===== config.mk =====
export PLATFORM = sky130hd
export DESIGN_NAME = vm_ram
export DESIGN_NICKNAME = d
export VERILOG_FILES = /design/src/vm_data_pkg.sv /design/src/vm_ram.sv
export VERILOG_INCLUDE_DIRS = /design/src /design/src/src
export SDC_FILE = /design/constraint.sdc
export NUM_CORES = 2
export LEC_CHECK = 0
export ABC_AREA = 1
export BUFFER_PORTS_ARGS = -buffer_cell sky130_fd_sc_hd__buf_2
export CAP_MARGIN = 10
export CORE_MARGIN = 2
export CORE_UTILIZATION = 35
export CTS_BUF_LIST = sky130_fd_sc_hd__clkbuf_16
export DETAILED_ROUTE_END_ITERATION = 12
export GPL_TIMING_DRIVEN = 0
export PLACE_DENSITY_LB_ADDON = 0.1
export SYNTH_ARGS = -nofsm -noshare
export SYNTH_HDL_FRONTEND = slang
export SYNTH_SLANG_ARGS = --single-unit

===== constraint.sdc =====
create_clock -name clk -period 2.95 [get_ports clk]
set_input_delay 0.1475 -clock clk [delete_from_list [all_inputs] [get_ports clk]]
set_output_delay 0.1475 -clock clk [all_outputs]
set_load 0.05 [all_outputs]

===== src/vm_params.svh =====
`ifndef VM_PARAMS_SVH
`define VM_PARAMS_SVH

// sizes of the bytecode processor memories

// code memory, one byte per location
`define VM_CODE_AW 8
`define VM_CODE_DEPTH 256

// call stack of return addresses
`define VM_STACK_AW 8
`define VM_STACK_DEPTH 256

// variable registers, indexed by one operand byte
`define VM_VAR_COUNT 256

`endif


===== src/vm_data_pkg.sv =====
`default_nettype none

`include "vm_params.svh"

package vm_data_pkg;

  // one bytecode byte
  typedef logic [7:0] byte_t;

  // variable value or immediate operand
  typedef logic [15:0] word_t;

  // program address, low bits index the code memory
  typedef logic [15:0] pc_t;

  typedef logic [7:0] var_idx_t;

  typedef logic [`VM_STACK_AW-1:0] sp_t;

endpackage

`default_nettype wire


===== src/vm_ram.sv =====
`timescale 1ns/10ps
`default_nettype none

`include "vm_params.svh"

module vm_ram #(
  parameter type payload_t = vm_data_pkg::byte_t,
  parameter int  depth     = `VM_CODE_DEPTH,
  parameter int  addr_w    = $clog2(depth)
) (
  input  wire logic              clk,
  input  wire logic              we,
  input  wire logic [addr_w-1:0] addr,
  input  payload_t               wdata,
  output payload_t               rdata
);

  payload_t mem [depth];

  // read returns the old contents on a write to the same address
  always_ff @(posedge clk) begin
    if (we) begin
      mem[addr] <= wdata;
    end
    rdata <= mem[addr];
  end

endmodule

`default_nettype wire


==> results.cfg <==
[status]
status = finished with violations
violations = max-capacitance violations, max-slew violations, negative setup slack

[cts]
root_buffer = clkbuf_16
cts_max_level = 4
cts_buffer_depth = 3
clkLatencyLatePin_ns = 0.88
cts_buffers = 222
clock-sinks = 2056
cts_tree = yes
path_clk_slew_ns = 0.06

[floorplanning]
die_x_um = 496
num_rows = 180
start_util = 0.352
pin_count = 26
die_y_um = 496
core_area_um2 = 241000
dieArea_um2 = 246000

[synth]
syn_area_per_cell_um2 = 10.6
synth_flop_cell = edfxtp_1
synth_most_common_cell = nand2_1
synthArstFlopShare = 0
synth_cell_types = 18
ys_seq_elements = 2056
yosys_warnings = 0
synth_cells = 8021
syn_area_um2 = 84900
yosys-top-cells-count = 4770 x nand2_1, 2048 x edfxtp_1, 361 x nor2_1
synth_edf_count = 2048
synth.net_count = 8039
yosysSeqAreaShare = 0.727
synth_top_cell_area_share = 0.725
yosysTopAreaCell = edfxtp_1
synth_area_leaders = edfxtp_1 72%, nand2_1 21%, nor2_1 1.6%, nand3_1 1.1%, buf_2 1.1%

[pwr]
p_clk_frac = 0.429
p_comb_frac = 0.067
ir_drop_mv = 0.484
internal_power_uw = 48500
p_leak_uw = 0.0382
seq_power_share = 0.505
p_sw_uw = 15400
switching_share = 0.241
power.density_nw_per_um2 = 659

[placement]
place_congestion = 0.957
numPortBuffers = 23
place.detailed.hpwl_um = 203000
dpl-instance-area_um2 = 89600
place_ws_ns = -1.05

[timing]
tightest_slew_ns = 1.58
hold_viol = 0
fmax_mhz = 316
fin_tns_setup_ns = -18.08
report.final.setup_viol = 184
period_needed_ns = 3.16
rsz0062_at_grt = yes
setup_slack_ns = -0.215
drv_slew = 11
post-route-period-util = 1.07
slew_headroom = -0.0553
fin_worst_skew_ns = 0.0350

[grt]
antenna_found_initial = 24
gr-total-overflow = 0
grt_use_total = 0.234
first_global_vias = 54600
grt_start_max_net_pins = 109
grt_pass1_wl_um = 408000

[critical_path]
r2r_start = mem[147][7]
r2r_end = rdata[7]
cp-end-kind = flop
endpoint = mem[91][2]
crit_fanout = 11
startpoint_type = input pin
criticalPathCategory = input pin to flop
cp.required_ns = 3.47
timing.reg2reg.setup_slack_ns = 0.30
crit_start = addr[4]
worst_r2r_path_depth = 12
crit_arrival_ns = 3.68

[drt]
drcViolationCount = 0
vias = 57200
initialDrtViolationCount = 5490
routedWlPerCell_um = 24.9
via_per_inst = 4.89
drtPass1Iterations = 6
drt_wl_total_um = 291000
drtAntennaViolNets = 0

[layout]
drive_above_1_share = 0.0694
fin_area_um2 = 97000
final_nets = 8319
areaGrowthSynthToFinish_pct = 14.3

[flow_run]
cap_violations = 1

[worst_hold_path]
hold_class = input pin to flop
## kinds of logic after synthesis
family	synth area share
compound gates	0.0113
simple gates	0.238
buf+inv	0.0236
flops	0.727
## metal layers
metal  track usage  wire, µm  part of all wire  vias up
met5             0        46           0.00016        -
met4        0.0769      9390             0.032        6
met3        0.0382     19100             0.066      394
met2         0.364    131000              0.45     1689
met1         0.334    131000              0.45    28100
li1              -         -                 -    27000
## power groups by stage
stage | logic [µW] | clock network [µW] | registers [µW]
2_1_floorplan | 1830 | 0 | 32900
3_3_place_gp | 4130 | 0 | 33000
3_5_place_dp | 4230 | 0 | 32800
4_1_cts | 4250 | 27800 | 32200
5_1_grt | 4560 | 28900 | 32200
6_report | 4250 | 27400 | 32200
## layout by cell type, fill, tap and decap left out, types with 32 or more instances in the layout
cell	instances
clkinv_1	58
nand2_1	4770
a21oi_1	32
clkbuf_1	163
nor2_1	344
o21ai_1	119
o21ai_0	41
clkinv_2	56
buf_1	52
inv_1	76
edfxtp_1	2048
nand3_1	188
buf_2	195
clkbuf_16	224
## state kept, by name, indices dropped and copies added (netlist names)
signal,flops
mem,2048
rdata,8
## critical path, stage by stage
cell      delay (ns)
buf_2           0.12
inv_1           0.04
nor2_1          0.66
clkbuf_1        0.59
nand2_1         0.57
clkbuf_1        0.67
nor2_1          0.81
## area by class of cell
type,count,area [µm²]
clock inverters,196,1540
diodes,14,35.0
fillers,23300,144000
flip-flops and latches,2056,61700
inverters,35,136
well taps,3185,3990
clock buffers,224,5610
repair buffers,57,885
plain buffers,416,1880
multi-input cells,5513,21200
## how the worst min path moves through the flow
stage                     depth (start not counted)  startpoint  slack (ns)     endpoint
after floorplan                                   0    wdata[0]        0.25    mem[0][0]
after global placement                            1    rdata[6]        0.62     rdata[6]
after detailed placement                          1    wdata[5]        0.61  mem[200][5]
after CTS                                         5     addr[7]        0.06     rdata[4]
after global routing                              5     addr[7]        0.11     rdata[5]
final                                             5     addr[7]        0.14     rdata[3]
## repair_timing
| item | CTS | global route |
|---|---|---|
| buffers inserted | 0 | 1 |
| endpoints found under the hold margin | 571 | 0 |
| hold buffers | 8 | 0 |
| endpoints found under the setup margin | 220 | 213 |
| gates resized for setup | 3 | 15 |
| pin swaps | 0 | 1 |
## metrics by stage
step           hold WS, ns  cells  total power [µW]   util
2_1_floorplan        0.246   8021             34700      -
3_3_place_gp         0.623  11200             37100  0.369
3_5_place_dp         0.614  11300             37100  0.372
4_1_cts             0.0563  11700             64300  0.402
5_1_grt              0.106  11700             65700  0.403
6_report             0.135  11700             63900  0.403
Power figures use the tool's default switching activity.
