--- src/vm_params.svh ---
`ifndef VM_PARAMS_SVH
`define VM_PARAMS_SVH

// sizes of the bytecode processor memories

// code memory, one byte per location
`define VM_CODE_AW 8
`define VM_CODE_DEPTH 256

// call stack of return addresses
`define VM_STACK_AW 8
`define VM_STACK_DEPTH 256

// variable registers, indexed by one operand byte
`define VM_VAR_COUNT 256

`endif

--- src/vm_isa_pkg.sv ---
`default_nettype none

package vm_isa_pkg;

  // opcode values follow the original bytecode encoding
  typedef enum logic [7:0] {
    op_mov_const   = 8'h00,
    op_mov         = 8'h01,
    op_add         = 8'h02,
    op_add_const   = 8'h03,
    op_call        = 8'h04,
    op_ret         = 8'h05,
    op_jmp         = 8'h07,
    op_djnz        = 8'h09,
    op_cond_jmp    = 8'h0A,
    op_kill_thread = 8'h11,
    op_sub         = 8'h13,
    op_and         = 8'h14,
    op_or          = 8'h15,
    op_shl         = 8'h16,
    op_shr         = 8'h17
  } opcode_e;

  // condJmp compare selector, sub-opcode bits 2..0
  // codes 6 and 7 are never taken
  typedef enum logic [2:0] {
    cond_jz  = 3'd0,
    cond_jnz = 3'd1,
    cond_jg  = 3'd2,
    cond_jge = 3'd3,
    cond_jl  = 3'd4,
    cond_jle = 3'd5
  } cond_e;

  typedef enum logic [3:0] {
    alu_pass,
    alu_add,
    alu_sub,
    alu_and,
    alu_or,
    alu_shl,
    alu_shr,
    alu_dec
  } alu_op_e;

endpackage

`default_nettype wire

--- src/vm_data_pkg.sv ---
`default_nettype none

`include "vm_params.svh"

package vm_data_pkg;

  // one bytecode byte
  typedef logic [7:0] byte_t;

  // variable value or immediate operand
  typedef logic [15:0] word_t;

  // program address, low bits index the code memory
  typedef logic [15:0] pc_t;

  typedef logic [7:0] var_idx_t;

  typedef logic [`VM_STACK_AW-1:0] sp_t;

endpackage

`default_nettype wire

--- src/vm_if.sv ---
`timescale 1ns/10ps
`default_nettype none


// operands to the ALU, result and branch decision back
interface vm_alu_if;
  import vm_data_pkg::*;
  import vm_isa_pkg::*;

  alu_op_e op;
  word_t   a;
  word_t   b;
  cond_e   cond;
  word_t   result;
  logic    taken;

  modport seq (output op, a, b, cond, input result, taken);
  modport alu (input op, a, b, cond, output result, taken);
endinterface


`default_nettype wire

--- src/vm_alu.sv ---
`timescale 1ns/10ps
`default_nettype none

module vm_alu (
  vm_alu_if.alu port
);
  import vm_isa_pkg::*;

  // shift count beyond the word width clears the result
  logic shift_out;

  assign shift_out = |port.b[15:4];

  always_comb begin
    case (port.op)
      alu_pass: port.result = port.b;
      alu_add:  port.result = port.a + port.b;
      alu_sub:  port.result = port.a - port.b;
      alu_and:  port.result = port.a & port.b;
      alu_or:   port.result = port.a | port.b;
      alu_shl: begin
        if (shift_out) port.result = '0;
        else port.result = port.a << port.b[3:0];
      end
      alu_shr: begin
        if (shift_out) port.result = '0;
        else port.result = port.a >> port.b[3:0];
      end
      alu_dec:  port.result = port.a - 16'd1;
      default:  port.result = port.b;
    endcase
  end

  // unsigned compare of a against b for condJmp
  always_comb begin
    case (port.cond)
      cond_jz:  port.taken = (port.a == port.b);
      cond_jnz: port.taken = (port.a != port.b);
      cond_jg:  port.taken = (port.a > port.b);
      cond_jge: port.taken = (port.a >= port.b);
      cond_jl:  port.taken = (port.a < port.b);
      cond_jle: port.taken = (port.a <= port.b);
      default:  port.taken = 1'b0;
    endcase
  end

endmodule

`default_nettype wire

--- src/flat_wrapper.sv ---
// flat-port wrapper written by rule: the top's interface ports become plain ports
module vm_alu_flat import vm_isa_pkg::*;
  (port_op, port_a, port_b, port_cond, port_result, port_taken);
  vm_alu_if port_i ();
  input wire logic [$bits(port_i.op)-1:0] port_op;
  input wire logic [$bits(port_i.a)-1:0] port_a;
  input wire logic [$bits(port_i.b)-1:0] port_b;
  input wire logic [$bits(port_i.cond)-1:0] port_cond;
  output wire logic [$bits(port_i.result)-1:0] port_result;
  output wire logic [$bits(port_i.taken)-1:0] port_taken;
  assign port_i.op = port_op;
  assign port_i.a = port_a;
  assign port_i.b = port_b;
  assign port_i.cond = port_cond;
  assign port_result = port_i.result;
  assign port_taken = port_i.taken;
  vm_alu u_core (.port(port_i));
endmodule
--- config.mk ---
export PLATFORM = sky130hd
export DESIGN_NAME = vm_alu_flat
export DESIGN_NICKNAME = d
export VERILOG_FILES = /design/src/vm_isa_pkg.sv /design/src/vm_data_pkg.sv /design/src/vm_if.sv /design/src/vm_alu.sv /design/src/flat_wrapper.sv
export VERILOG_INCLUDE_DIRS = /design/src /design/src/src
export SDC_FILE = /design/constraint.sdc
export NUM_CORES = 1
export LEC_CHECK = 0
export BUFFER_PORTS_ARGS = -buffer_cell sky130_fd_sc_hd__buf_4
export CAP_MARGIN = 20
export CORE_ASPECT_RATIO = 2
export CORE_MARGIN = 5
export CORE_UTILIZATION = 45
export DETAILED_ROUTE_END_ITERATION = 6
export PLACE_DENSITY = 0.64
export SYNTH_ARGS = -nofsm -noshare
export SYNTH_HDL_FRONTEND = slang
export SYNTH_SLANG_ARGS = --single-unit
--- constraint.sdc ---
create_clock -name vclk -period 5.63
set_clock_uncertainty 0.1 [all_clocks]
set_input_delay 0.563 -clock vclk [all_inputs]
set_output_delay 0.563 -clock vclk [all_outputs]
set_load 0.02 [all_outputs]
==> metrics, run 1 <==
outcome complete, no violations; Post-CTS Hold Buffers 0; PwrDens 100.3 mW/mm^2; CP Capture Type output port; pin count of the biggest net entering global routing 46; Die Footprint 0.01245 sq mm; CP Max Fanout 41; Post-Syn Area 0.004594 sq mm; maximum vdd ir drop 48.64 uV; core area 0.01008 sq mm; Syn Nets 780; Starting DRT DRC Count 377; layout cells sized above 1 0.1308; vias per inst 6.509; RSZ-0062 raised after global routing false; nets@finish 799; ANT nets after route 0; seq_cells 0; IO Port Bufs 56; Initial Utilization 0.4556; Slew @ Worst Pin 985.6 ps; layout filler cell count 1095; Multi-input gate area 0.004233 sq mm; WP data required 4970 ps; register area 0 sq um; Syn-to-layout area delta 9.450%; io pins 56; routability cong. 0.9911; via count 5357; first-pass GRT wire length 27100 um; vias in the first global route 5042; # DRC 0; Setup TNS 0 ps; Max Cap Viol 0; Worst Slack Setup Final 1049 ps; YS warnings 0; fmax 218.3 MHz; CP arrival 3920 ps; max-slew violations 0; routed length per instance 21.91 um; drt pass-1 iters 5; Syn Inst Count 671; Period Utilization, post-route 0.8137; CP Launch Type primary input; Leak 2.207 nW; Unique masters post-synth 74; critical path class primary input to output port; height of the die 152.9 um; Diodes inserted 0; final hold vios 0; gr usage total 0.2805; Post-CTS Resized 0; commonest non-fill, non-tap cell in the layout nand2_1; sequential element share of the synthesized area 0; Detailed Route WL 18030 um; hold crit path type primary input to output port; initial antenna violation count 0; most frequent cells in the layout nand2_1, nor2_1, ha_1, buf_4, inv_1; final setup vio count 0; syn_area_per_cell 6.847 sq um; post-CTS setup buffers 0; Slew HR 0.3405; grt ovf 0; clock buffers 0; DP Worst Slack 1114 ps; Final min period 4581 ps; DIE WIDTH 81.45 um; Rows 52; DP HPWL 14610 um
## path summary, 6_finish.rpt
kind | startpoint | end | cells after the start | slack (ps)
worst max-delay path | port_b[0] | port_result[13] | 15 | 1050
worst min-delay path | port_cond[2] | port_taken | 3 | 1320
## metrics by stage
stage          utilization  hold WS, ps  cell area (sq um)  power [W]  instances
5_1_grt             0.4986         1335               5029  0.0005410        823
3_5_place_dp        0.4986         1327               5029  0.0004929        823
2_1_floorplan            -         1116               4594  0.0003359        671
4_1_cts             0.4986         1328               5029  0.0004955        823
3_3_place_gp        0.4986         1321               5029  0.0004888        823
6_report            0.4986         1323               5029  0.0005043        823
## per-layer routing
layer | up-vias | share of wire | global-route usage
met5 | - | 0 | 0
met4 | 0 | 0.063 | 0.1467
met3 | 65 | 0.051 | 0.01531
met2 | 239 | 0.53 | 0.5179
met1 | 2545 | 0.35 | 0.3060
li1 | 2508 | - | -
## area by class of cell
class	instances	share of cell area
Tap cell	135	0.03359
Multi-Input combinational cell	580	0.8418
Inverter	49	0.03658
Timing Repair Buffer	59	0.08808
## report_power, final
| group | leakage, nW | total, W | switching, W | internal, W |
|---|---|---|---|---|
| clock network | 0 | 0 | 0 | 0 |
| registers | 0 | 0 | 0 | 0 |
| logic | 2.21 | 0.000504 | 0.000309 | 0.000195 |
## cells by family after synthesis
logic type	count (synthesis)	synth area share
xor gates and xnor gates	30	0.05719
AOI/OAI and AO/OA	197	0.3012
and+or+nand+nor	235	0.2440
muxes	48	0.1231
adders and majority gates	70	0.1939
buffers and inverters	91	0.08061
## synthesized netlist by cell type, types with 4 or more instances
master	instances	share of area
nor4_1	8	0.011
and3_1	5	0.0068
o21a_1	4	0.0065
xnor2_1	21	0.040
o31ai_1	8	0.013
o21ai_0	24	0.026
nor3_1	17	0.019
nor2b_1	9	0.012
buf_2	8	0.0087
a211o_1	8	0.015
or3_1	5	0.0068
mux2_1	5	0.012
mux4_2	5	0.025
ha_1	68	0.19
a211oi_1	8	0.013
o21bai_1	4	0.0065
a221o_1	6	0.013
nand4_1	6	0.0082
nand2_1	73	0.060
o211ai_1	12	0.020
inv_2	7	0.0057
inv_1	42	0.034
o21ai_1	12	0.013
a221oi_1	12	0.023
a31oi_1	14	0.019
nand3b_1	5	0.0082
nor2_1	70	0.057
a21oi_1	38	0.041
nand2b_1	10	0.014
mux2i_1	34	0.074
o22ai_1	8	0.011
clkbuf_1	30	0.025
xor2_1	9	0.017
nand3_1	13	0.014
## worst max-delay path: stages
cell	delay, ps
buf_4	470
inv_2	140
ha_1	270
nand3_1	190
or3_1	140
nand3_1	80
ha_1	400
a21oi_1	170
o21ai_0	360
nand2_1	180
a31oi_1	230
xnor2_1	140
nor2_1	60
o32a_1	360
buf_4	160
No activity file was read; power rests on OpenSTA's default activity.
==> run 2: changes to the inputs <==
- PLACE_DENSITY: 0.64 -> 0.67
- clock period: 5.63 -> 3.69 ns (I/O delays scaled with it)
==> run 2 against run 1 <==
Compared with the run above: combinational power increased by 70%; sequential share of layout area stayed put; via count is 5.7% higher; critical endpoint unchanged; final area up 12%; clock-buffer cell count unchanged; non-clock buffer count up 50; sequential cell count stayed put; routed wire length is 5.8% higher; the flow now finishes with violations (setup timing); total power increased by 70%; die area unchanged; utilization increased by 5.7 points; critical path type unchanged; critical path depth up 1.
==> metrics, run 2 (same netlist as run 1, synthesis figures left out) <==
Initial Utilization 0.4556 (unchanged); layout filler cell count 1012 (was 1095); commonest non-fill, non-tap cell in the layout buf_4 (was nand2_1); CP Launch Type primary input (unchanged); DP HPWL 15150 um (was 14610 um); pin count of the biggest net entering global routing 39 (was 46); Core Util, Final 0.5561 (was 0.4986); Period Utilization, post-route 1.006; Setup TNS -28.31 ps (was 0 ps); Slew HR 0.5175 (was 0.3405); fmax 269.4 MHz; # DRC 0 (unchanged); design area 0.005608 sq mm (was 0.005029 sq mm); Die Footprint 0.01245 sq mm (unchanged); ANT nets after route 0 (unchanged); CP arrival 3240 ps (was 3920 ps); maximum vdd ir drop 80.41 uV (was 48.64 uV); met2 Use GR 0.5171 (was 0.5179); most used cell, CP and3_4; DIE WIDTH 81.45 um (unchanged); final setup vio count 2 (was 0); vias per inst 6.483 (was 6.509); Worst path max stage delay 330 ps (was 470 ps); Worst path top cell family by delay simple AND/OR/NAND/NOR gates (was compound AO/OA/AOI/OAI gates); Slew @ Worst Pin 705.5 ps (was 985.6 ps); most frequent cells in the layout buf_4, nand2_1, nor2_1, ha_1, inv_1 (was nand2_1, nor2_1, ha_1, buf_4, inv_1); initial antenna violation count 0 (unchanged); total power 0.0008567 W (was 0.0005043 W); height of the die 152.9 um (unchanged); layout cells sized above 1 0.2249 (was 0.1308); IO Port Bufs 56 (unchanged); hold crit path type primary input to output port (unchanged); met3 Use GR 0.03592 (was 0.01531); grt peak-use layer met2 (unchanged); M1 GR Usage 0.3123 (was 0.3060); Leak 2.496 nW (was 2.207 nW); WHS 942.3 ps (was 1323 ps); via count 5660 (was 5357); routability cong. 1.010 (was 0.9911); outcome complete, but fails checks (was complete, no violations); Worst path slowest cell o32a_1 (was buf_4); critical path class primary input to output port (unchanged); Final min period 3712 ps; max-slew violations 0 (unchanged); PwrDens 152.8 mW/mm^2 (was 100.3 mW/mm^2); gr usage total 0.3021 (was 0.2805); Diodes inserted 0 (unchanged); io pins 56 (unchanged); Syn-to-layout area delta 22.06% (was 9.450%); failing checks setup timing; sequence of cells on the critical path buf_8 -> buf_6 -> nor4_4 -> and2_4 -> and3_4 -> xnor2_2 -> nand2_2 -> ha_4 -> and3_4 -> and3_4 -> o211ai_1 -> a31oi_1 -> xnor2_1 -> nor2_1 -> o32a_1 -> buf_6 (was buf_4 -> inv_2 -> ha_1 -> nand3_1 -> or3_1 -> nand3_1 -> ha_1 -> a21oi_1 -> o21ai_0 -> nand2_1 -> a31oi_1 -> xnor2_1 -> nor2_1 -> o32a_1 -> buf_4); Max Cap Viol 0 (unchanged); drt pass-1 iters 5 (unchanged); first-pass GRT wire length 29370 um (was 27100 um); core area 0.01008 sq mm (unchanged); final hold vios 0 (unchanged); clock buffers 0 (unchanged); RSZ-0062 raised after global routing true (was false); routed length per instance 21.85 um (was 21.91 um); CP Max Fanout 5 (was 41); WP data required 3220 ps (was 4970 ps); Detailed Route WL 19070 um (was 18030 um); nets@finish 849 (was 799); Rows 52 (unchanged); seq_cells 0 (unchanged); Post-CTS Hold Buffers 0 (unchanged); Starting DRT DRC Count 443 (was 377); Multi-input gate area 0.004414 sq mm (was 0.004233 sq mm); grt ovf 0 (unchanged); Worst Slack Setup Final -22.12 ps (was 1049 ps); Post-DP Area 0.005380 sq mm (was 0.005029 sq mm); CP Capture Type output port (unchanged); vias in the first global route 5800 (was 5042); register area 0 sq um (unchanged); Crit path buffers/inverters 3 (unchanged)
==> run 2: changes by cell type in the layout (fill, tap and decap cells not counted), moves of 3 or more <==
cell	change
ha_1	-4
buf_4	+45
o31ai_1	-3
and3_4	+3
o31ai_2	+3
buf_6	+4
ha_4	+4
and3_1	-3
==> run 2: final timing paths <==
kind / start / endpoint / slack [ps] / cells after the start
max: port_b[0] / port_result[13] / -20 / 16
min: port_cond[1] / port_taken / 940 / 3
==> run 2: power by group <==
group | internal, W | switching (W) | leakage [nW]
Sequential | 0 | 0 | 0
Combinational | 0.000356 | 0.000501 | 2.50
Clock | 0 | 0 | 0
==> run 2: cell type report <==
class / instances / area share
well taps: 135 / 0.03012
multi-input cells: 580 / 0.7871
repair buffers: 109 / 0.1499
inverters: 49 / 0.03280
==> run 2: layer usage <==
metal	vias to the layer above	share of wire
met5	-	0
met4	0	0.10
met3	122	0.069
met2	319	0.49
met1	2612	0.33
li1	2607	-
==> run 2: repair_timing <==
item / in CTS / in global routing
buffers inserted: 0 / 2
endpoints found under the setup margin: 2 / 10
pin swaps: 0 / 13
cloned: 0 / 0
gates resized for setup: 2 / 38
hold endpoints to repair: 0 / 0
==> run 2: through the flow <==
step / setup slack (ps) / std cells
floorplan: 10.67 / 671
global placement: -27.88 / 871
detailed placement: -60.34 / 871
CTS: 0.9683 / 871
global route: -90.46 / 873
finish: -22.12 / 873
