[config.mk]
export PLATFORM = sky130hd
export DESIGN_NAME = vm_sequencer_flat
export DESIGN_NICKNAME = d
export VERILOG_FILES = /design/src/vm_isa_pkg.sv /design/src/vm_data_pkg.sv /design/src/vm_if.sv /design/src/vm_sequencer.sv /design/src/flat_wrapper.sv
export VERILOG_INCLUDE_DIRS = /design/src /design/src/src
export SDC_FILE = /design/constraint.sdc
export NUM_CORES = 1
export LEC_CHECK = 0
export BUFFER_PORTS_ARGS = -buffer_cell sky130_fd_sc_hd__buf_2
export CAP_MARGIN = 15
export CORE_MARGIN = 10
export CORE_UTILIZATION = 50
export DETAILED_ROUTE_END_ITERATION = 10
export GPL_TIMING_DRIVEN = 0
export PLACE_DENSITY = 0.8
export SETUP_SLACK_MARGIN = 0.5
export SLEW_MARGIN = 10
export SYNTH_ARGS = -nofsm -noshare
export SYNTH_HDL_FRONTEND = slang
export SYNTH_SLANG_ARGS = --single-unit
[constraint.sdc]
create_clock -name clk -period 3.3 [get_ports clk]
set_input_delay 0.33 -clock clk [delete_from_list [all_inputs] [get_ports clk]]
set_output_delay 0.33 -clock clk [all_outputs]
set_load 0.02 [all_outputs]
[src/vm_params.svh]
`ifndef VM_PARAMS_SVH
`define VM_PARAMS_SVH

// sizes of the bytecode processor memories

// code memory, one byte per location
`define VM_CODE_AW 8
`define VM_CODE_DEPTH 256

// call stack of return addresses
`define VM_STACK_AW 8
`define VM_STACK_DEPTH 256

// variable registers, indexed by one operand byte
`define VM_VAR_COUNT 256

`endif

[src/vm_isa_pkg.sv]
`default_nettype none

package vm_isa_pkg;

  // opcode values follow the original bytecode encoding
  typedef enum logic [7:0] {
    op_mov_const   = 8'h00,
    op_mov         = 8'h01,
    op_add         = 8'h02,
    op_add_const   = 8'h03,
    op_call        = 8'h04,
    op_ret         = 8'h05,
    op_jmp         = 8'h07,
    op_djnz        = 8'h09,
    op_cond_jmp    = 8'h0A,
    op_kill_thread = 8'h11,
    op_sub         = 8'h13,
    op_and         = 8'h14,
    op_or          = 8'h15,
    op_shl         = 8'h16,
    op_shr         = 8'h17
  } opcode_e;

  // condJmp compare selector, sub-opcode bits 2..0
  // codes 6 and 7 are never taken
  typedef enum logic [2:0] {
    cond_jz  = 3'd0,
    cond_jnz = 3'd1,
    cond_jg  = 3'd2,
    cond_jge = 3'd3,
    cond_jl  = 3'd4,
    cond_jle = 3'd5
  } cond_e;

  typedef enum logic [3:0] {
    alu_pass,
    alu_add,
    alu_sub,
    alu_and,
    alu_or,
    alu_shl,
    alu_shr,
    alu_dec
  } alu_op_e;

endpackage

`default_nettype wire

[src/vm_data_pkg.sv]
`default_nettype none

`include "vm_params.svh"

package vm_data_pkg;

  // one bytecode byte
  typedef logic [7:0] byte_t;

  // variable value or immediate operand
  typedef logic [15:0] word_t;

  // program address, low bits index the code memory
  typedef logic [15:0] pc_t;

  typedef logic [7:0] var_idx_t;

  typedef logic [`VM_STACK_AW-1:0] sp_t;

endpackage

`default_nettype wire

[src/vm_if.sv]
`timescale 1ns/10ps
`default_nettype none

// variable register access, two reads and one write
interface vm_var_if;
  import vm_data_pkg::*;

  var_idx_t idx_a;
  var_idx_t idx_b;
  logic     wr_en;
  var_idx_t wr_idx;
  word_t    wr_data;
  word_t    data_a;
  word_t    data_b;

  modport seq (output idx_a, idx_b, wr_en, wr_idx, wr_data, input data_a, data_b);
  modport file (input idx_a, idx_b, wr_en, wr_idx, wr_data, output data_a, data_b);
endinterface

// operands to the ALU, result and branch decision back
interface vm_alu_if;
  import vm_data_pkg::*;
  import vm_isa_pkg::*;

  alu_op_e op;
  word_t   a;
  word_t   b;
  cond_e   cond;
  word_t   result;
  logic    taken;

  modport seq (output op, a, b, cond, input result, taken);
  modport alu (input op, a, b, cond, output result, taken);
endinterface

// return address stack
interface vm_stack_if;
  import vm_data_pkg::*;

  logic push;
  logic pop;
  pc_t  push_pc;
  pc_t  top_pc;

  modport seq (output push, pop, push_pc, input top_pc);
  modport stack (input push, pop, push_pc, output top_pc);
endinterface

`default_nettype wire

[src/vm_sequencer.sv]
`timescale 1ns/10ps
`default_nettype none

module vm_sequencer (
  input  wire logic          clk,
  input  wire logic          reset,
  output vm_data_pkg::pc_t   code_addr,
  input  vm_data_pkg::byte_t code_data,
  output logic               halted,
  vm_var_if.seq              vars,
  vm_alu_if.seq              alu,
  vm_stack_if.seq            stk
);
  import vm_data_pkg::*;
  import vm_isa_pkg::*;

  typedef enum logic [2:0] {
    s_fill,
    s_opcode,
    s_operand,
    s_exec,
    s_ret,
    s_halt
  } state_e;

  state_e   state;
  pc_t      pc;
  logic [2:0] step;
  logic [2:0] n_last;
  logic [2:0] rem;
  opcode_e  opcode;
  var_idx_t dst;
  var_idx_t src;
  byte_t    sub;
  word_t    imm;
  pc_t      target;

  logic two_reg;
  logic has_dst;
  logic has_target;
  logic is_write;
  logic use_var_b;

  ////////////////////////////////////////////////////////////
  // decode of the held opcode

  assign two_reg    = opcode inside {op_mov, op_add, op_sub, op_and, op_or};
  assign has_dst    = !(opcode inside {op_jmp, op_call, op_cond_jmp});
  assign has_target = opcode inside {op_jmp, op_call, op_djnz, op_cond_jmp};
  assign is_write   = two_reg || (opcode inside {op_mov_const, op_add_const, op_shl,
                                                 op_shr, op_djnz});
  assign use_var_b  = two_reg || (opcode == op_cond_jmp && sub[7]);

  // bytes still to come, counts the trailing value fields from their low byte
  assign rem = n_last - step;

  // memory address is the PC, the byte comes back next cycle
  assign code_addr = pc;
  assign halted    = (state == s_halt);

  ////////////////////////////////////////////////////////////
  // operand routing

  assign vars.idx_a   = (opcode == op_cond_jmp) ? src : dst;
  assign vars.idx_b   = (opcode == op_cond_jmp) ? imm[7:0] : src;
  assign vars.wr_en   = (state == s_exec) && is_write;
  assign vars.wr_idx  = dst;
  assign vars.wr_data = alu.result;

  assign alu.a    = vars.data_a;
  assign alu.b    = use_var_b ? vars.data_b : imm;
  assign alu.cond = cond_e'(sub[2:0]);

  always_comb begin
    case (opcode)
      op_add, op_add_const: alu.op = alu_add;
      op_sub:               alu.op = alu_sub;
      op_and:               alu.op = alu_and;
      op_or:                alu.op = alu_or;
      op_shl:               alu.op = alu_shl;
      op_shr:               alu.op = alu_shr;
      op_djnz:              alu.op = alu_dec;
      default:              alu.op = alu_pass;
    endcase
  end

  // pc already points past the call when it executes
  assign stk.push    = (state == s_exec) && (opcode == op_call);
  assign stk.pop     = (state == s_exec) && (opcode == op_ret);
  assign stk.push_pc = pc;

  ////////////////////////////////////////////////////////////
  // fetch and step control

  always_ff @(posedge clk) begin
    if (!reset) begin
      state <= s_fill;
      pc    <= '0;
      step  <= '0;
    end else begin
      case (state)
        s_fill: begin
          pc    <= pc + pc_t'(1);
          state <= s_opcode;
        end
        s_opcode: begin
          opcode <= opcode_e'(code_data);
          imm    <= '0;
          step   <= '0;
          pc     <= pc + pc_t'(1);
          state  <= s_operand;
          case (code_data)
            op_mov_const, op_shl, op_shr, op_djnz: n_last <= 3'd2;
            op_mov, op_add, op_sub, op_and, op_or: n_last <= 3'd1;
            op_add_const, op_jmp, op_call:         n_last <= 3'd1;
            op_cond_jmp:                           n_last <= 3'd4;
            op_ret: begin
              pc    <= pc;
              state <= s_exec;
            end
            // killThread and anything unknown
            default: begin
              pc    <= pc;
              state <= s_halt;
            end
          endcase
        end
        s_operand: begin
          if (opcode == op_cond_jmp && step == 3'd0) begin
            sub <= code_data;
            // imm16 compare operand is one byte longer
            if (code_data[6] && !code_data[7]) begin
              n_last <= 3'd5;
            end
          end else if (step == 3'd1 && (two_reg || opcode == op_cond_jmp)) begin
            src <= code_data;
          end else if (step == 3'd0 && has_dst) begin
            dst <= code_data;
          end else if (has_target && rem < 3'd2) begin
            if (rem[0]) target[15:8] <= code_data;
            else target[7:0] <= code_data;
          end else begin
            if (rem[0]) imm[15:8] <= code_data;
            else imm[7:0] <= code_data;
          end
          if (step == n_last) begin
            state <= s_exec;
          end else begin
            step <= step + 3'd1;
            pc   <= pc + pc_t'(1);
          end
        end
        s_exec: begin
          // overlap the next opcode fetch unless the flow changes
          pc    <= pc + pc_t'(1);
          state <= s_opcode;
          case (opcode)
            op_jmp, op_call: begin
              pc    <= target;
              state <= s_fill;
            end
            op_djnz: begin
              if (alu.result != '0) begin
                pc    <= target;
                state <= s_fill;
              end
            end
            op_cond_jmp: begin
              if (alu.taken) begin
                pc    <= target;
                state <= s_fill;
              end
            end
            op_ret: begin
              pc    <= pc;
              state <= s_ret;
            end
            default: ;
          endcase
        end
        s_ret: begin
          pc    <= stk.top_pc;
          state <= s_fill;
        end
        s_halt: state <= s_halt;
        default: state <= s_halt;
      endcase
    end
  end

endmodule

`default_nettype wire

[src/flat_wrapper.sv]
// flat-port wrapper written by rule: the top's interface ports become plain ports
module vm_sequencer_flat import vm_data_pkg::*; import vm_isa_pkg::*;
  (clk, reset, code_addr, code_data, halted, vars_idx_a, vars_idx_b, vars_wr_en, vars_wr_idx, vars_wr_data, vars_data_a, vars_data_b, alu_op, alu_a, alu_b, alu_cond, alu_result, alu_taken, stk_push, stk_pop, stk_push_pc, stk_top_pc);
  vm_var_if vars_i ();
  vm_alu_if alu_i ();
  vm_stack_if stk_i ();
  input  wire logic clk;
  input  wire logic reset;
  output vm_data_pkg::pc_t code_addr;
  input  vm_data_pkg::byte_t code_data;
  output logic halted;
  output wire logic [$bits(vars_i.idx_a)-1:0] vars_idx_a;
  output wire logic [$bits(vars_i.idx_b)-1:0] vars_idx_b;
  output wire logic [$bits(vars_i.wr_en)-1:0] vars_wr_en;
  output wire logic [$bits(vars_i.wr_idx)-1:0] vars_wr_idx;
  output wire logic [$bits(vars_i.wr_data)-1:0] vars_wr_data;
  input wire logic [$bits(vars_i.data_a)-1:0] vars_data_a;
  input wire logic [$bits(vars_i.data_b)-1:0] vars_data_b;
  output wire logic [$bits(alu_i.op)-1:0] alu_op;
  output wire logic [$bits(alu_i.a)-1:0] alu_a;
  output wire logic [$bits(alu_i.b)-1:0] alu_b;
  output wire logic [$bits(alu_i.cond)-1:0] alu_cond;
  input wire logic [$bits(alu_i.result)-1:0] alu_result;
  input wire logic [$bits(alu_i.taken)-1:0] alu_taken;
  output wire logic [$bits(stk_i.push)-1:0] stk_push;
  output wire logic [$bits(stk_i.pop)-1:0] stk_pop;
  output wire logic [$bits(stk_i.push_pc)-1:0] stk_push_pc;
  input wire logic [$bits(stk_i.top_pc)-1:0] stk_top_pc;
  assign vars_idx_a = vars_i.idx_a;
  assign vars_idx_b = vars_i.idx_b;
  assign vars_wr_en = vars_i.wr_en;
  assign vars_wr_idx = vars_i.wr_idx;
  assign vars_wr_data = vars_i.wr_data;
  assign vars_i.data_a = vars_data_a;
  assign vars_i.data_b = vars_data_b;
  assign alu_op = alu_i.op;
  assign alu_a = alu_i.a;
  assign alu_b = alu_i.b;
  assign alu_cond = alu_i.cond;
  assign alu_i.result = alu_result;
  assign alu_i.taken = alu_taken;
  assign stk_push = stk_i.push;
  assign stk_pop = stk_i.pop;
  assign stk_push_pc = stk_i.push_pc;
  assign stk_i.top_pc = stk_top_pc;
  vm_sequencer u_core (.clk(clk), .reset(reset), .code_addr(code_addr), .code_data(code_data), .halted(halted), .vars(vars_i), .alu(alu_i), .stk(stk_i));
endmodule
==> flow_metrics.tcl <==
set metrics [dict create \
    status "complete, no violations" \
    synth_flop_cell "edfxtp_1" \
    critical_path_buf_inv_count 4 \
    max_freq_mhz 329 \
    cp.required_ps 2970 \
    track_usage_pct 22.6 \
    dr.first_iter.drc_count 511 \
    routedWlPerCell_um 20.5 \
    crit_path_top_delay_cell "edfxtp_1" \
    rr_worst_depth 7 \
    rsz0062_at_grt "true" \
    hold_violations 0 \
    worstMarginPinSlew_ps 1060 \
    syn-num-nets 644 \
    area_growth_pct 31.4 \
    slew_violations 0 \
    ys_seq_area_share_pct 44.7 \
    finalSetupTns_ps 0 \
    yosysWarnings 0 \
    hpwl_um 12700 \
    powerDensity_nw_per_um2 443 \
    drt_wl_total_um 18300 \
    htree_levels 3 \
    dieArea_um2 15300 \
    peakVddDrop_mv 0.292 \
    hp-class "input port to register" \
    final_layout_size_suffix_gt1_share_pct 40.7 \
    cpMostUsedCell "buf_6" \
    drv_cap 0 \
    avgViaCountPerCell 5.85 \
    cts.sinks 88 \
    rows 37 \
    dp_cells 865 \
    antenna_found_initial 1 \
    root_buffer "clkbuf_8" \
    grt_max_degree 17 \
    fin_crit_sh_pct 92.1 \
    setup_viol 0 \
    arrival_ps 2710 \
    numPortBuffers 170 \
    vias 5225 \
    synth-edff-count 63 \
    grt_pass1_vias 5020 \
    finClkSkew_ps 13.0 \
    finalCriticalPeriod_ps 3040 \
    timing.hold.worst_path_depth 3 \
    overflow 0 \
    path_class "register to primary output" \
    path_cells "buf_6, xnor2_4, or3_4, a211oi_4, a21o_1, buf_6, buf_8, mux2_4, buf_6" \
    coreArea_um2 10400 \
    cts_made_buffers 9 \
    p_leak_nw 3.04 \
    dp_slack_ps 69.5 \
    min-delay-start "stk_top_pc[1]" \
    r2r-start "u_core.opcode[1]" \
    syn_inst 559 \
    fin_ws_ps 259 \
    layoutNonFillerInstCount 893 \
    clk_pin_slew_ps 100 \
    ant_nets 0 \
    netlist_area_um2 5360 \
    grt_pass1_wl_um 26800 \
    synth_cell_types 69 \
    rrSetupSlack_ps 340 \
    start_util_pct 51.7 \
    clock_latency_ps 390 \
    drc 0 \
    cts_tree "built" \
    die_w_um 124 \
    reg2reg_to "u_core.imm[14]" \
    dr.pass1.iters 5 \
    ys_seq_elements 88 \
    worst-path-stages 9 \
    io-pin-count 190 \
    cts_buffer_depth 2 \
    hold_end "u_core.code_addr[1]" \
    final_util_pct 67.9 \
    synth_area_leaders "edfxtp_1, dfxtp_1, buf_4" \
    start_kind "register" \
    synth_top_area_share_pct 35.3 \
    routabilityCongestion 0.942 \
    layout.nets 836 \
    avgSynthCellArea_um2 9.58 \
    cpPeakStageDelay_ps 430 \
    yosys.area.top_type "edfxtp_1" \
    cp_max_fo 6 \
    maxSlewHeadroom_pct 29.0 \
    fillers 794 \
    critPathTopFamily "buffers and inverters" \
    die_y_um 124 \
    async_flop_share_pct 0 \
    end_kind "primary output" \
]
## cells in the mapped netlist, types with 4 or more instances
library cell,n
clkbuf_1,15
a221o_1,9
ha_1,9
xnor2_1,12
buf_2,6
nor2_1,28
and3_1,4
a31oi_1,13
nor2b_1,9
and2_1,17
nand3_1,17
nor4_1,9
nand2_1,92
edfxtp_1,63
a21oi_1,13
o21ai_0,28
buf_4,53
mux2_2,18
inv_1,14
nand2b_1,6
a221oi_1,8
nor3_1,14
or3_1,4
dfxtp_1,25
## cell families (layout without fill, tap and decap cells)
kind of cell    Yosys count  in the layout  share of synthesized area (%)
simple gates            230            230                           21.9
compound gates          106            106                           14.0
buf+inv                  91            288                           10.6
flops                    88             88                           44.7
mux                      20             20                           4.16
xor+xnor                 13             13                           2.13
fa+ha+maj                10             10                           2.48
other cells               1              2                         0.0700
## layer usage
metal	track usage (%)	share of wire (%)	vias to the layer above	wire, um
met1	25.4	36	2476	6520
met4	10.6	3.7	0	679
met2	40.2	51	322	9270
li1	-	-	2371	-
met5	0	0	-	0
met3	4.65	9.9	56	1800
## power breakdown
part	internal, mW	switching (mW)
combinational	0.424	0.542
clock	0.358	0.436
sequential	1.26	0.0953
total	2.04	1.07
## worst max-delay path by stage
stage,slack (ps),end,from
floorplan,700,u_core.imm[0],u_core.opcode[1]
global placement,110,u_core.src[2],u_core.opcode[4]
detailed placement,70,u_core.src[4],u_core.opcode[2]
CTS,260,u_core.imm[4],u_core.opcode[1]
global route,190,alu_b[13],u_core.opcode[1]
finish,260,alu_b[2],u_core.opcode[1]
## cell type report
| class | count | area, um2 | area share [%] |
|---|---|---|---|
| diodes | 1 | 2.50 | 0.0356 |
| plain buffers | 77 | 548 | 7.79 |
| clock buffers | 9 | 124 | 1.76 |
| clock inverters | 7 | 78.8 | 1.12 |
| inverters | 14 | 56.3 | 0.800 |
| multi-input cells | 380 | 2590 | 36.8 |
| flip-flops and latches | 88 | 2390 | 34.0 |
| well taps | 136 | 170 | 2.42 |
| repair buffers | 181 | 1070 | 15.3 |
## worst min-delay path: stages
cell     delay [ps]
buf_2           100
nand2_1          50
a31oi_1          70
## flip-flops by register name (all words and copies together) (netlist names), named ones only
register            cells
u_core.imm             16
u_core.vars.wr_idx      8
u_core.src              8
u_core.sub              4
u_core.opcode           8
u_core.code_addr       16
u_core.target          16
u_core.state            3
u_core.n_last           3
u_core.step             3
## repair_timing
| item | in CTS | in global routing |
|---|---|---|
| resized for setup | 75 | 16 |
| pin swaps | 3 | 2 |
| setup endpoints to repair | 82 | 101 |
| buffers inserted | 4 | 6 |
| gates cloned | 1 | 0 |
| hold buffers | 0 | 0 |
## per-stage QoR
stage,hold WS [ps],instance area (um2),power (mW)
detailed placement,533,6380,2.25
global placement,515,6380,2.22
floorplan,429,5360,1.96
global route,200,7040,3.24
CTS,192,6910,3.06
finish,198,7040,3.12
## placed cells by master, fill, tap and decap left out, drive strengths merged, types with 6 or more instances in the layout
cell and count:
a221oi 8, dfxtp 25, nand2 92, ha 9, edfxtp 63, o21ai 28
nand3 17, a31oi 13, nor2 28, nor2b 10, a21oi 13, nand2b 6
clkbuf 23, xnor2 12, a221o 9, nor3 14, inv 15, mux2 18
buf 244, and2 18, nor4 9
No activity file was read; power rests on OpenSTA's default activity.
